===== src/source/owt_params.svh =====
// widths, field lengths and line timing of the one-wire transmitter
// fixed patterns and the watchdog read address
`ifndef OWT_PARAMS_SVH
`define OWT_PARAMS_SVH

// register bus
`define REG_AW           7
`define REG_DW           8

// frame fields
`define OWT_SYNC_BITS    4
`define OWT_TAIL_BITS    4
`define OWT_TAIL_PATTERN 4'b1100
`define OWT_CRC_BITS     8
`define OWT_CRC_POLY     8'h07

// clocks per line slot
`define OWT_SLOT_CYC     12

// watchdog adc read target
`define OWT_ADC_ADDR     7'h3A

`endif


===== src/source/owt_pkg.sv =====
// frame state and opcode enums
// command and data types of the one-wire frame
`include "owt_params.svh"

package owt_pkg;

    typedef enum logic [2:0] {
        IDLE,
        SYNC_HEAD,
        SYNC_TAIL,
        CMD,
        DATA,
        CRC,
        END_TAIL
    } owt_state_e;

    typedef enum logic {
        OP_RD = 1'b0,
        OP_WR = 1'b1
    } owt_op_e;

    // op bit sits above the address
    typedef struct packed {
        owt_op_e                op;
        logic [`REG_AW-1:0]     addr;
    } owt_cmd_t;

    typedef logic [`REG_DW-1:0] owt_data_t;

endpackage


===== src/source/owt_req_arbiter.sv =====
// request arbiter for spi strobes and the watchdog adc request
// holds one pending spi request, grants frames, tracks busy
`timescale 1ns/1ps
`include "owt_params.svh"

module owt_req_arbiter import owt_pkg::*; (
    input  logic                i_clk,
    input  logic                i_rst_n,
    input  logic                i_spi_owt_wen,
    input  logic                i_spi_owt_ren,
    input  logic [`REG_AW-1:0]  i_spi_owt_addr,
    input  logic [`REG_DW-1:0]  i_spi_owt_wdata,
    input  logic                i_wdg_owt_adc_req,
    input  logic                i_frame_done,
    output logic                o_frame_start,
    output owt_cmd_t            o_frame_cmd,
    output owt_data_t           o_frame_data,
    output logic                o_owt_wdg_adc_ack,
    output logic                o_owt_busy
);

    logic               spi_pend;
    owt_op_e            spi_op;
    logic [`REG_AW-1:0] spi_addr;
    owt_data_t          spi_data;
    logic               spi_grant;
    logic               wdg_grant;

    // ==================================================
    // pending spi request
    // ==================================================
    // newest strobe wins, even in the cycle it is granted
    always_ff @(posedge i_clk or negedge i_rst_n) begin
        if (!i_rst_n) begin
            spi_pend <= 1'b0;
        end else if (i_spi_owt_wen || i_spi_owt_ren) begin
            spi_pend <= 1'b1;
        end else if (spi_grant) begin
            spi_pend <= 1'b0;
        end
    end

    always_ff @(posedge i_clk) begin
        if (i_spi_owt_wen || i_spi_owt_ren) begin
            spi_op   <= i_spi_owt_wen ? OP_WR : OP_RD;
            spi_addr <= i_spi_owt_addr;
            // read frames carry a zero data field
            spi_data <= i_spi_owt_wen ? i_spi_owt_wdata : '0;
        end
    end

    // ==================================================
    // grant
    // ==================================================
    assign spi_grant     = !o_owt_busy && spi_pend;
    assign wdg_grant     = !o_owt_busy && !spi_pend && i_wdg_owt_adc_req;
    assign o_frame_start = spi_grant || wdg_grant;

    always_comb begin
        if (spi_grant) begin
            o_frame_cmd.op   = spi_op;
            o_frame_cmd.addr = spi_addr;
            o_frame_data     = spi_data;
        end else begin
            o_frame_cmd.op   = OP_RD;
            o_frame_cmd.addr = `OWT_ADC_ADDR;
            o_frame_data     = '0;
        end
    end

    always_ff @(posedge i_clk or negedge i_rst_n) begin
        if (!i_rst_n) begin
            o_owt_busy        <= 1'b0;
            o_owt_wdg_adc_ack <= 1'b0;
        end else begin
            o_owt_wdg_adc_ack <= wdg_grant;
            if (i_frame_done) begin
                o_owt_busy <= 1'b0;
            end else if (o_frame_start) begin
                o_owt_busy <= 1'b1;
            end
        end
    end

endmodule


===== src/source/owt_bit_timer.sv =====
// slot timer, counts clocks inside one line slot
`timescale 1ns/1ps
`include "owt_params.svh"

module owt_bit_timer (
    input  logic i_clk,
    input  logic i_rst_n,
    input  logic i_slot_run,
    output logic o_slot_end
);

    localparam int CNT_W = $clog2(`OWT_SLOT_CYC);

    logic [CNT_W-1:0] slot_cnt;

    // wraps at the slot end, held at zero while idle
    always_ff @(posedge i_clk or negedge i_rst_n) begin
        if (!i_rst_n) begin
            slot_cnt <= '0;
        end else if (!i_slot_run || o_slot_end) begin
            slot_cnt <= '0;
        end else begin
            slot_cnt <= slot_cnt + 1'b1;
        end
    end

    assign o_slot_end = i_slot_run && (slot_cnt == CNT_W'(`OWT_SLOT_CYC - 1));

endmodule


===== src/source/owt_crc8.sv =====
// serial crc-8, msb first, zero start, no reflection
`timescale 1ns/1ps
`include "owt_params.svh"

module owt_crc8 (
    input  logic                     i_clk,
    input  logic                     i_rst_n,
    input  logic                     i_crc_clear,
    input  logic                     i_crc_en,
    input  logic                     i_crc_bit,
    output logic [`OWT_CRC_BITS-1:0] o_crc
);

    logic fb;

    assign fb = o_crc[`OWT_CRC_BITS-1] ^ i_crc_bit;

    always_ff @(posedge i_clk or negedge i_rst_n) begin
        if (!i_rst_n) begin
            o_crc <= '0;
        end else if (i_crc_clear) begin
            o_crc <= '0;
        end else if (i_crc_en) begin
            // shift left, fold in the polynomial on feedback
            o_crc <= {o_crc[`OWT_CRC_BITS-2:0], 1'b0} ^
                     ({`OWT_CRC_BITS{fb}} & `OWT_CRC_POLY);
        end
    end

endmodule


===== src/source/owt_frame_fsm.sv =====
// frame sequencer with bit counter and field mux
// manchester coder and registered line output
`timescale 1ns/1ps
`include "owt_params.svh"

module owt_frame_fsm import owt_pkg::*; (
    input  logic                     i_clk,
    input  logic                     i_rst_n,
    input  logic                     i_frame_start,
    input  owt_cmd_t                 i_frame_cmd,
    input  owt_data_t                i_frame_data,
    input  logic                     i_slot_end,
    input  logic [`OWT_CRC_BITS-1:0] i_crc,
    output logic                     o_slot_run,
    output logic                     o_crc_clear,
    output logic                     o_crc_en,
    output logic                     o_crc_bit,
    output logic                     o_frame_done,
    output logic                     o_owt_tx
);

    localparam int CMD_BITS  = $bits(owt_cmd_t);
    localparam int DATA_BITS = $bits(owt_data_t);
    localparam int CNT_W     = 3;

    localparam logic [`OWT_TAIL_BITS-1:0] TAIL_PAT = `OWT_TAIL_PATTERN;

    owt_state_e           state;
    logic [CNT_W-1:0]     bit_cnt;
    logic [CNT_W-1:0]     bit_max;
    logic                 phase;
    logic [CMD_BITS-1:0]  cmd_q;
    owt_data_t            data_q;
    logic                 field_bit;
    logic                 manch;
    logic                 bit_end;
    logic                 last_bit;
    logic                 tx_next;

    // ==================================================
    // field mux
    // ==================================================
    always_comb begin
        field_bit = 1'b0;
        bit_max   = '0;
        case (state)
            SYNC_HEAD: begin
                bit_max = CNT_W'(`OWT_SYNC_BITS - 1);
            end
            SYNC_TAIL, END_TAIL: begin
                field_bit = TAIL_PAT[`OWT_TAIL_BITS - 1 - bit_cnt];
                bit_max   = CNT_W'(`OWT_TAIL_BITS - 1);
            end
            CMD: begin
                field_bit = cmd_q[CMD_BITS - 1 - bit_cnt];
                bit_max   = CNT_W'(CMD_BITS - 1);
            end
            DATA: begin
                field_bit = data_q[DATA_BITS - 1 - bit_cnt];
                bit_max   = CNT_W'(DATA_BITS - 1);
            end
            CRC: begin
                field_bit = i_crc[`OWT_CRC_BITS - 1 - bit_cnt];
                bit_max   = CNT_W'(`OWT_CRC_BITS - 1);
            end
            default: begin
                field_bit = 1'b0;
                bit_max   = '0;
            end
        endcase
    end

    assign manch    = (state == SYNC_HEAD) || (state == CMD) ||
                      (state == DATA) || (state == CRC);
    // coded bits end after their second slot, raw bits after one
    assign bit_end  = i_slot_end && (!manch || phase);
    assign last_bit = (bit_cnt == bit_max);

    // ==================================================
    // sequencer
    // ==================================================
    always_ff @(posedge i_clk or negedge i_rst_n) begin
        if (!i_rst_n) begin
            state   <= IDLE;
            bit_cnt <= '0;
            phase   <= 1'b0;
        end else if (state == IDLE) begin
            bit_cnt <= '0;
            phase   <= 1'b0;
            if (i_frame_start) begin
                state <= SYNC_HEAD;
            end
        end else begin
            if (manch && i_slot_end) begin
                phase <= ~phase;
            end
            if (bit_end) begin
                if (last_bit) begin
                    bit_cnt <= '0;
                    case (state)
                        SYNC_HEAD: state <= SYNC_TAIL;
                        SYNC_TAIL: state <= CMD;
                        CMD:       state <= DATA;
                        DATA:      state <= CRC;
                        CRC:       state <= END_TAIL;
                        default:   state <= IDLE;
                    endcase
                end else begin
                    bit_cnt <= bit_cnt + 1'b1;
                end
            end
        end
    end

    // frame payload is taken once at the grant
    always_ff @(posedge i_clk) begin
        if (state == IDLE && i_frame_start) begin
            cmd_q  <= i_frame_cmd;
            data_q <= i_frame_data;
        end
    end

    assign o_slot_run   = (state != IDLE);
    assign o_frame_done = (state == END_TAIL) && bit_end && last_bit;

    // crc sees each command and data bit once
    assign o_crc_clear  = (state == IDLE) && i_frame_start;
    assign o_crc_en     = bit_end && ((state == CMD) || (state == DATA));
    assign o_crc_bit    = field_bit;

    // ==================================================
    // line coder
    // ==================================================
    // first slot inverted, second slot true
    always_comb begin
        if (state == IDLE) begin
            tx_next = 1'b0;
        end else if (manch) begin
            tx_next = phase ? field_bit : ~field_bit;
        end else begin
            tx_next = field_bit;
        end
    end

    always_ff @(posedge i_clk or negedge i_rst_n) begin
        if (!i_rst_n) begin
            o_owt_tx <= 1'b0;
        end else begin
            o_owt_tx <= tx_next;
        end
    end

endmodule


===== src/source/owt_tx_top.sv =====
// one-wire transmitter top
// arbiter, frame fsm, slot timer and crc
`timescale 1ns/1ps
`include "owt_params.svh"

module owt_tx_top import owt_pkg::*; (
    input  logic                i_clk,
    input  logic                i_rst_n,
    input  logic                i_spi_owt_wen,
    input  logic                i_spi_owt_ren,
    input  logic [`REG_AW-1:0]  i_spi_owt_addr,
    input  logic [`REG_DW-1:0]  i_spi_owt_wdata,
    input  logic                i_wdg_owt_adc_req,
    output logic                o_owt_wdg_adc_ack,
    output logic                o_owt_busy,
    output logic                o_owt_tx
);

    logic                     frame_start;
    logic                     frame_done;
    owt_cmd_t                 frame_cmd;
    owt_data_t                frame_data;
    logic                     slot_run;
    logic                     slot_end;
    logic                     crc_clear;
    logic                     crc_en;
    logic                     crc_bit;
    logic [`OWT_CRC_BITS-1:0] crc;

    owt_req_arbiter u_arbiter (
        .i_clk             (i_clk),
        .i_rst_n           (i_rst_n),
        .i_spi_owt_wen     (i_spi_owt_wen),
        .i_spi_owt_ren     (i_spi_owt_ren),
        .i_spi_owt_addr    (i_spi_owt_addr),
        .i_spi_owt_wdata   (i_spi_owt_wdata),
        .i_wdg_owt_adc_req (i_wdg_owt_adc_req),
        .i_frame_done      (frame_done),
        .o_frame_start     (frame_start),
        .o_frame_cmd       (frame_cmd),
        .o_frame_data      (frame_data),
        .o_owt_wdg_adc_ack (o_owt_wdg_adc_ack),
        .o_owt_busy        (o_owt_busy)
    );

    owt_frame_fsm u_fsm (
        .i_clk         (i_clk),
        .i_rst_n       (i_rst_n),
        .i_frame_start (frame_start),
        .i_frame_cmd   (frame_cmd),
        .i_frame_data  (frame_data),
        .i_slot_end    (slot_end),
        .i_crc         (crc),
        .o_slot_run    (slot_run),
        .o_crc_clear   (crc_clear),
        .o_crc_en      (crc_en),
        .o_crc_bit     (crc_bit),
        .o_frame_done  (frame_done),
        .o_owt_tx      (o_owt_tx)
    );

    owt_bit_timer u_timer (
        .i_clk      (i_clk),
        .i_rst_n    (i_rst_n),
        .i_slot_run (slot_run),
        .o_slot_end (slot_end)
    );

    owt_crc8 u_crc (
        .i_clk       (i_clk),
        .i_rst_n     (i_rst_n),
        .i_crc_clear (crc_clear),
        .i_crc_en    (crc_en),
        .i_crc_bit   (crc_bit),
        .o_crc       (crc)
    );

endmodule


===== config.mk =====
export PLATFORM = sky130hd
export DESIGN_NAME = owt_tx_top
export DESIGN_NICKNAME = d
export VERILOG_FILES = /design/src/source/owt_pkg.sv /design/src/source/owt_req_arbiter.sv /design/src/source/owt_bit_timer.sv /design/src/source/owt_crc8.sv /design/src/source/owt_frame_fsm.sv /design/src/source/owt_tx_top.sv
export VERILOG_INCLUDE_DIRS = /design/src /design/src/source
export SDC_FILE = /design/constraint.sdc
export NUM_CORES = 1
export LEC_CHECK = 0
export BUFFER_PORTS_ARGS = -buffer_cell sky130_fd_sc_hd__buf_2
export CORE_ASPECT_RATIO = 1.4
export CORE_MARGIN = 2
export CORE_UTILIZATION = 55
export CTS_CLUSTER_DIAMETER = 120
export CTS_CLUSTER_SIZE = 30
export DETAILED_ROUTE_END_ITERATION = 16
export PLACE_DENSITY = 0.73
export SLEW_MARGIN = 20
export SYNTH_ARGS = -nofsm -noshare
export SYNTH_HDL_FRONTEND = slang
export SYNTH_SLANG_ARGS = --single-unit
export TNS_END_PERCENT = 50

===== constraint.sdc =====
create_clock -name i_clk -period 5 [get_ports i_clk]
set_input_delay 0.5 -clock i_clk [delete_from_list [all_inputs] [get_ports i_clk]]
set_output_delay 0.5 -clock i_clk [all_outputs]
set_load 0.05 [all_outputs]

==> run summary <==
The final cycle utilization of the critical path is 0.517, and the deepest clock path buffer count is 2. The flow ran to the end, and the final reports show no timing, DRC or antenna violations. The number of placed instances, taps included, is 280. In the layout the commonest cells are sky130_fd_sc_hd__edfxtp_1 (32), sky130_fd_sc_hd__dfrtp_1 (23), sky130_fd_sc_hd__buf_2 (22), sky130_fd_sc_hd__and2_1 (20), sky130_fd_sc_hd__nand2_1 (18).

For this run, the number of Yosys warnings is 0. Row generation in the floorplan step produced 29 rows. The most critical setup path has its startpoint at u_fsm.state[1]$_DFFE_PN0P_. The number of global-route vias before repair came out at 1531.

Of all nets on the critical path, the largest fanout is 11. The routed layout has 1584 vias. Setup repair after global routing left no endpoint under its margin. Derived from the worst setup path, the maximum achievable clock frequency is 387 MHz.

Hold violation count in the final report: 0. The worst setup path is captured at a flop. Routed length per instance: 14.0 microns. Endpoint of the most critical register-to-register path: u_fsm.state[1]$_DFFE_PN0P_. The die covers 5290 sq um. The area growth from synthesis to layout was 8.25%. The analysis attributes to cell leakage a power of 1.03 nW. On the final layout, the worst clock skew is 0.0120 ns. Largest area contributor in the netlist: sky130_fd_sc_hd__edfxtp_1. The hold buffer count at cts was 0; the number of antenna violations at the first check in global routing was 0. The logs give 0.409 for the worst slew margin relative to its limit and 55 for the CTS sink count. After routing, the total negative slack on setup checks comes to 0 ns. At the end of routability-driven placement, the weighted congestion stood at 0.926. The share of post-route cells with drive strength above 1 works out to 0.186. The number of setup buffers added after CTS is 0. The logs give 4 for the total iterations of the first detailed-routing run and 5.21 ns for the required time of the critical path.

The tools report the post-synthesis cell type count as 45. The number of cells upsized or downsized after cts is 0, and the remaining global-route overflow is 0. The root buffer cell chosen for the clock tree is sky130_fd_sc_hd__clkbuf_8. Max-cap violations in this run came to 0. The share of the synthesized area in the top cell type came out at 0.371. The worst register-to-register path begins at u_fsm.state[1]$_DFFE_PN0P_.

The logs give 0.593 for the part of the Yosys area used for sequential elements and 0 for the number of nets with antenna violations after routing. Clock tree synthesis inserted a total of 5 buffers. During I/O placement, the number of pins put on the boundary was 23. The count of endpoints failing setup in the final report is 0, and the post-synthesis instance total is 207. By area the synthesized netlist is led by sky130_fd_sc_hd__edfxtp_1 (37%), sky130_fd_sc_hd__dfrtp_1 (22%), sky130_fd_sc_hd__and2_1 (4.8%), sky130_fd_sc_hd__nand2_1 (2.6%), sky130_fd_sc_hd__xnor2_1 (2.4%). The via density per instance was 5.50.

The count of buffers added on input and output ports is 22. The source-to-sink clock delay at the later pin of the worst-skew pair is 0.31 ns. TritonCTS built the clock tree. Summing internal, switching and leakage power gives 757 uW. From left edge to right edge, the die measures 62.0 microns. For the pin with the worst max-slew slack, the measured transition is 0.887 ns.

The first global-routing pass estimated 6.80 mm of wire. After detailed routing, the number of remaining DRC violations is 0. The tools report the number of diodes added for antenna fixing as 0. STA classifies the critical path startpoint as a flop. The path class of the tightest hold or removal check is in2async. The worst path in the final design needs a cycle of 2.58 ns, including I/O delays and setup. The total detailed-routing wirelength was 4.05 mm; the worst reg2reg path depth was 6.

For this block, the initial DRC count from the detailed router was 95. The mapped netlist covers 2590 sq um. For this run, the number of standard cells in the final layout without fillers is 288. Entering global routing, the biggest net connects 24 pins.

The tools report the critical path arrival as 2.80 ns. The clock transition at the register clock pins on the worst setup and hold paths after CTS is 0.11 ns, and the total count of max-transition violations in the final report is 0. A synthesized cell averages 12.5 sq um.

The count of state elements after synthesis was 55; the global-route total usage across every layer was 0.176. Effective utilization at floorplan: 0.572. Most common library cell in the layout ignoring fill and taps: sky130_fd_sc_hd__edfxtp_1. The run gives 230 uV as the maximum ir drop on the vdd rail. The number of nets produced by synthesis was 230.

The tools report the net total in the final layout as 248. Detailed placement ended at an HPWL of 2.94 mm. In this run the register-to-register setup slack is 2.42 ns. The power density over the cells is 270 nW/um^2. The worst setup path is of the reg2reg kind. The total area inside the core boundary comes to 4540 sq um.

The die is 85.2 microns tall. The H-tree was split into 2 levels.
## worst max path at each step
stage                                 end  slack [ns]  cells after the start
2_1_floorplan  u_fsm.state[1]$_DFFE_PN0P_        2.77                      8
3_3_place_gp   u_fsm.state[1]$_DFFE_PN0P_        2.46                      5
4_1_cts        u_fsm.state[1]$_DFFE_PN0P_        2.44                      5
3_5_place_dp   u_fsm.state[1]$_DFFE_PN0P_        2.45                      5
5_1_grt        u_fsm.state[2]$_DFFE_PN0P_        2.20                      6
6_report       u_fsm.state[1]$_DFFE_PN0P_        2.42                      6
## flip-flops by register name, indices dropped and copies added, names as in the netlist
| register | cells |
|---|---|
| u_arbiter.o_owt_wdg_adc_ack | 1 |
| u_arbiter.spi_addr | 7 |
| u_fsm.o_owt_tx | 1 |
| u_fsm.cmd_q | 8 |
| u_crc.o_crc | 8 |
| u_fsm.state | 3 |
| u_fsm.bit_cnt | 3 |
| u_arbiter.spi_pend | 1 |
| u_fsm.data_q | 8 |
| u_fsm.phase | 1 |
| u_timer.slot_cnt | 4 |
| u_arbiter.o_owt_busy | 1 |
| u_arbiter.spi_data | 8 |
| u_arbiter.spi_op | 1 |
## critical path: stages (launching register included)
cell and delay [ns]:
sky130_fd_sc_hd__dfrtp_1 0.53, sky130_fd_sc_hd__inv_1 0.10, sky130_fd_sc_hd__ha_1 0.30, sky130_fd_sc_hd__or4_4 0.52, sky130_fd_sc_hd__a2111oi_4 0.65, sky130_fd_sc_hd__o31ai_1 0.16
sky130_fd_sc_hd__a32o_1 0.23
## report_power, final
part           switching (mW)  total, mW  leakage, nW  internal, mW
clock network           0.146      0.247       0.0418         0.101
registers             0.00175      0.493        0.577         0.492
logic                 0.00871     0.0167        0.412       0.00799
total                   0.156      0.757         1.03         0.600
## cell type report
| type | instances | area, sq um |
|---|---|---|
| multi-input cells | 136 | 975 |
| inverters | 5 | 18.8 |
| repair buffers | 22 | 110 |
| fillers | 345 | 1730 |
| well taps | 62 | 77.6 |
| flip-flops and latches | 55 | 1540 |
| clock inverters | 2 | 16.3 |
| clock buffers | 6 | 72.6 |
## layer usage
| layer | up-vias | GRT usage | wire length [microns] |
|---|---|---|---|
| li1 | 776 | - | - |
| met3 | 11 | 0.0366 | 146 |
| met2 | 40 | 0.292 | 2180 |
| met1 | 757 | 0.221 | 1620 |
| met4 | 0 | 0.0638 | 98 |
| met5 | - | 0 | 0 |
## cell usage after synthesis (all sizes together)
master	n
edfxtp	32
nor3	3
xor2	4
a21o	1
xnor2	7
clkbuf	5
ha	3
nand2	18
nor3b	2
a32oi	1
a22o	3
mux2	4
o21ai	7
nor4b	1
nand3	2
a2111oi	3
a311oi	1
a32o	1
o221ai	2
buf	6
or3	1
a31oi	3
or2	2
nor2	10
o211ai	1
a211oi	1
and3	1
inv	5
nand4	2
nor2b	5
o31ai	1
or4	1
o22ai	2
mux2i	2
nand3b	2
a21oi	8
nand2b	7
and2	20
nand4b	1
dfrtp	23
mux4	3
## metrics by stage
stage	cell area [sq um]	setup slack, ns	util	hold WS, ns
finish	2810	2.42	0.619	0.145
global route	2810	2.20	0.619	0.193
floorplan	2590	2.77	-	0.204
global placement	2720	2.46	0.599	0.449
detailed placement	2720	2.45	0.599	0.454
CTS	2810	2.44	0.619	0.174
## cells by family after synthesis
group,after synthesis,share of synthesized area
xor+xnor,11,0.0372
mux,9,0.0526
compound gates,35,0.107
simple gates,78,0.165
flops,55,0.593
buf+inv,16,0.0314
fa+ha+maj,3,0.0145
(Power assumes the default switching activity.)
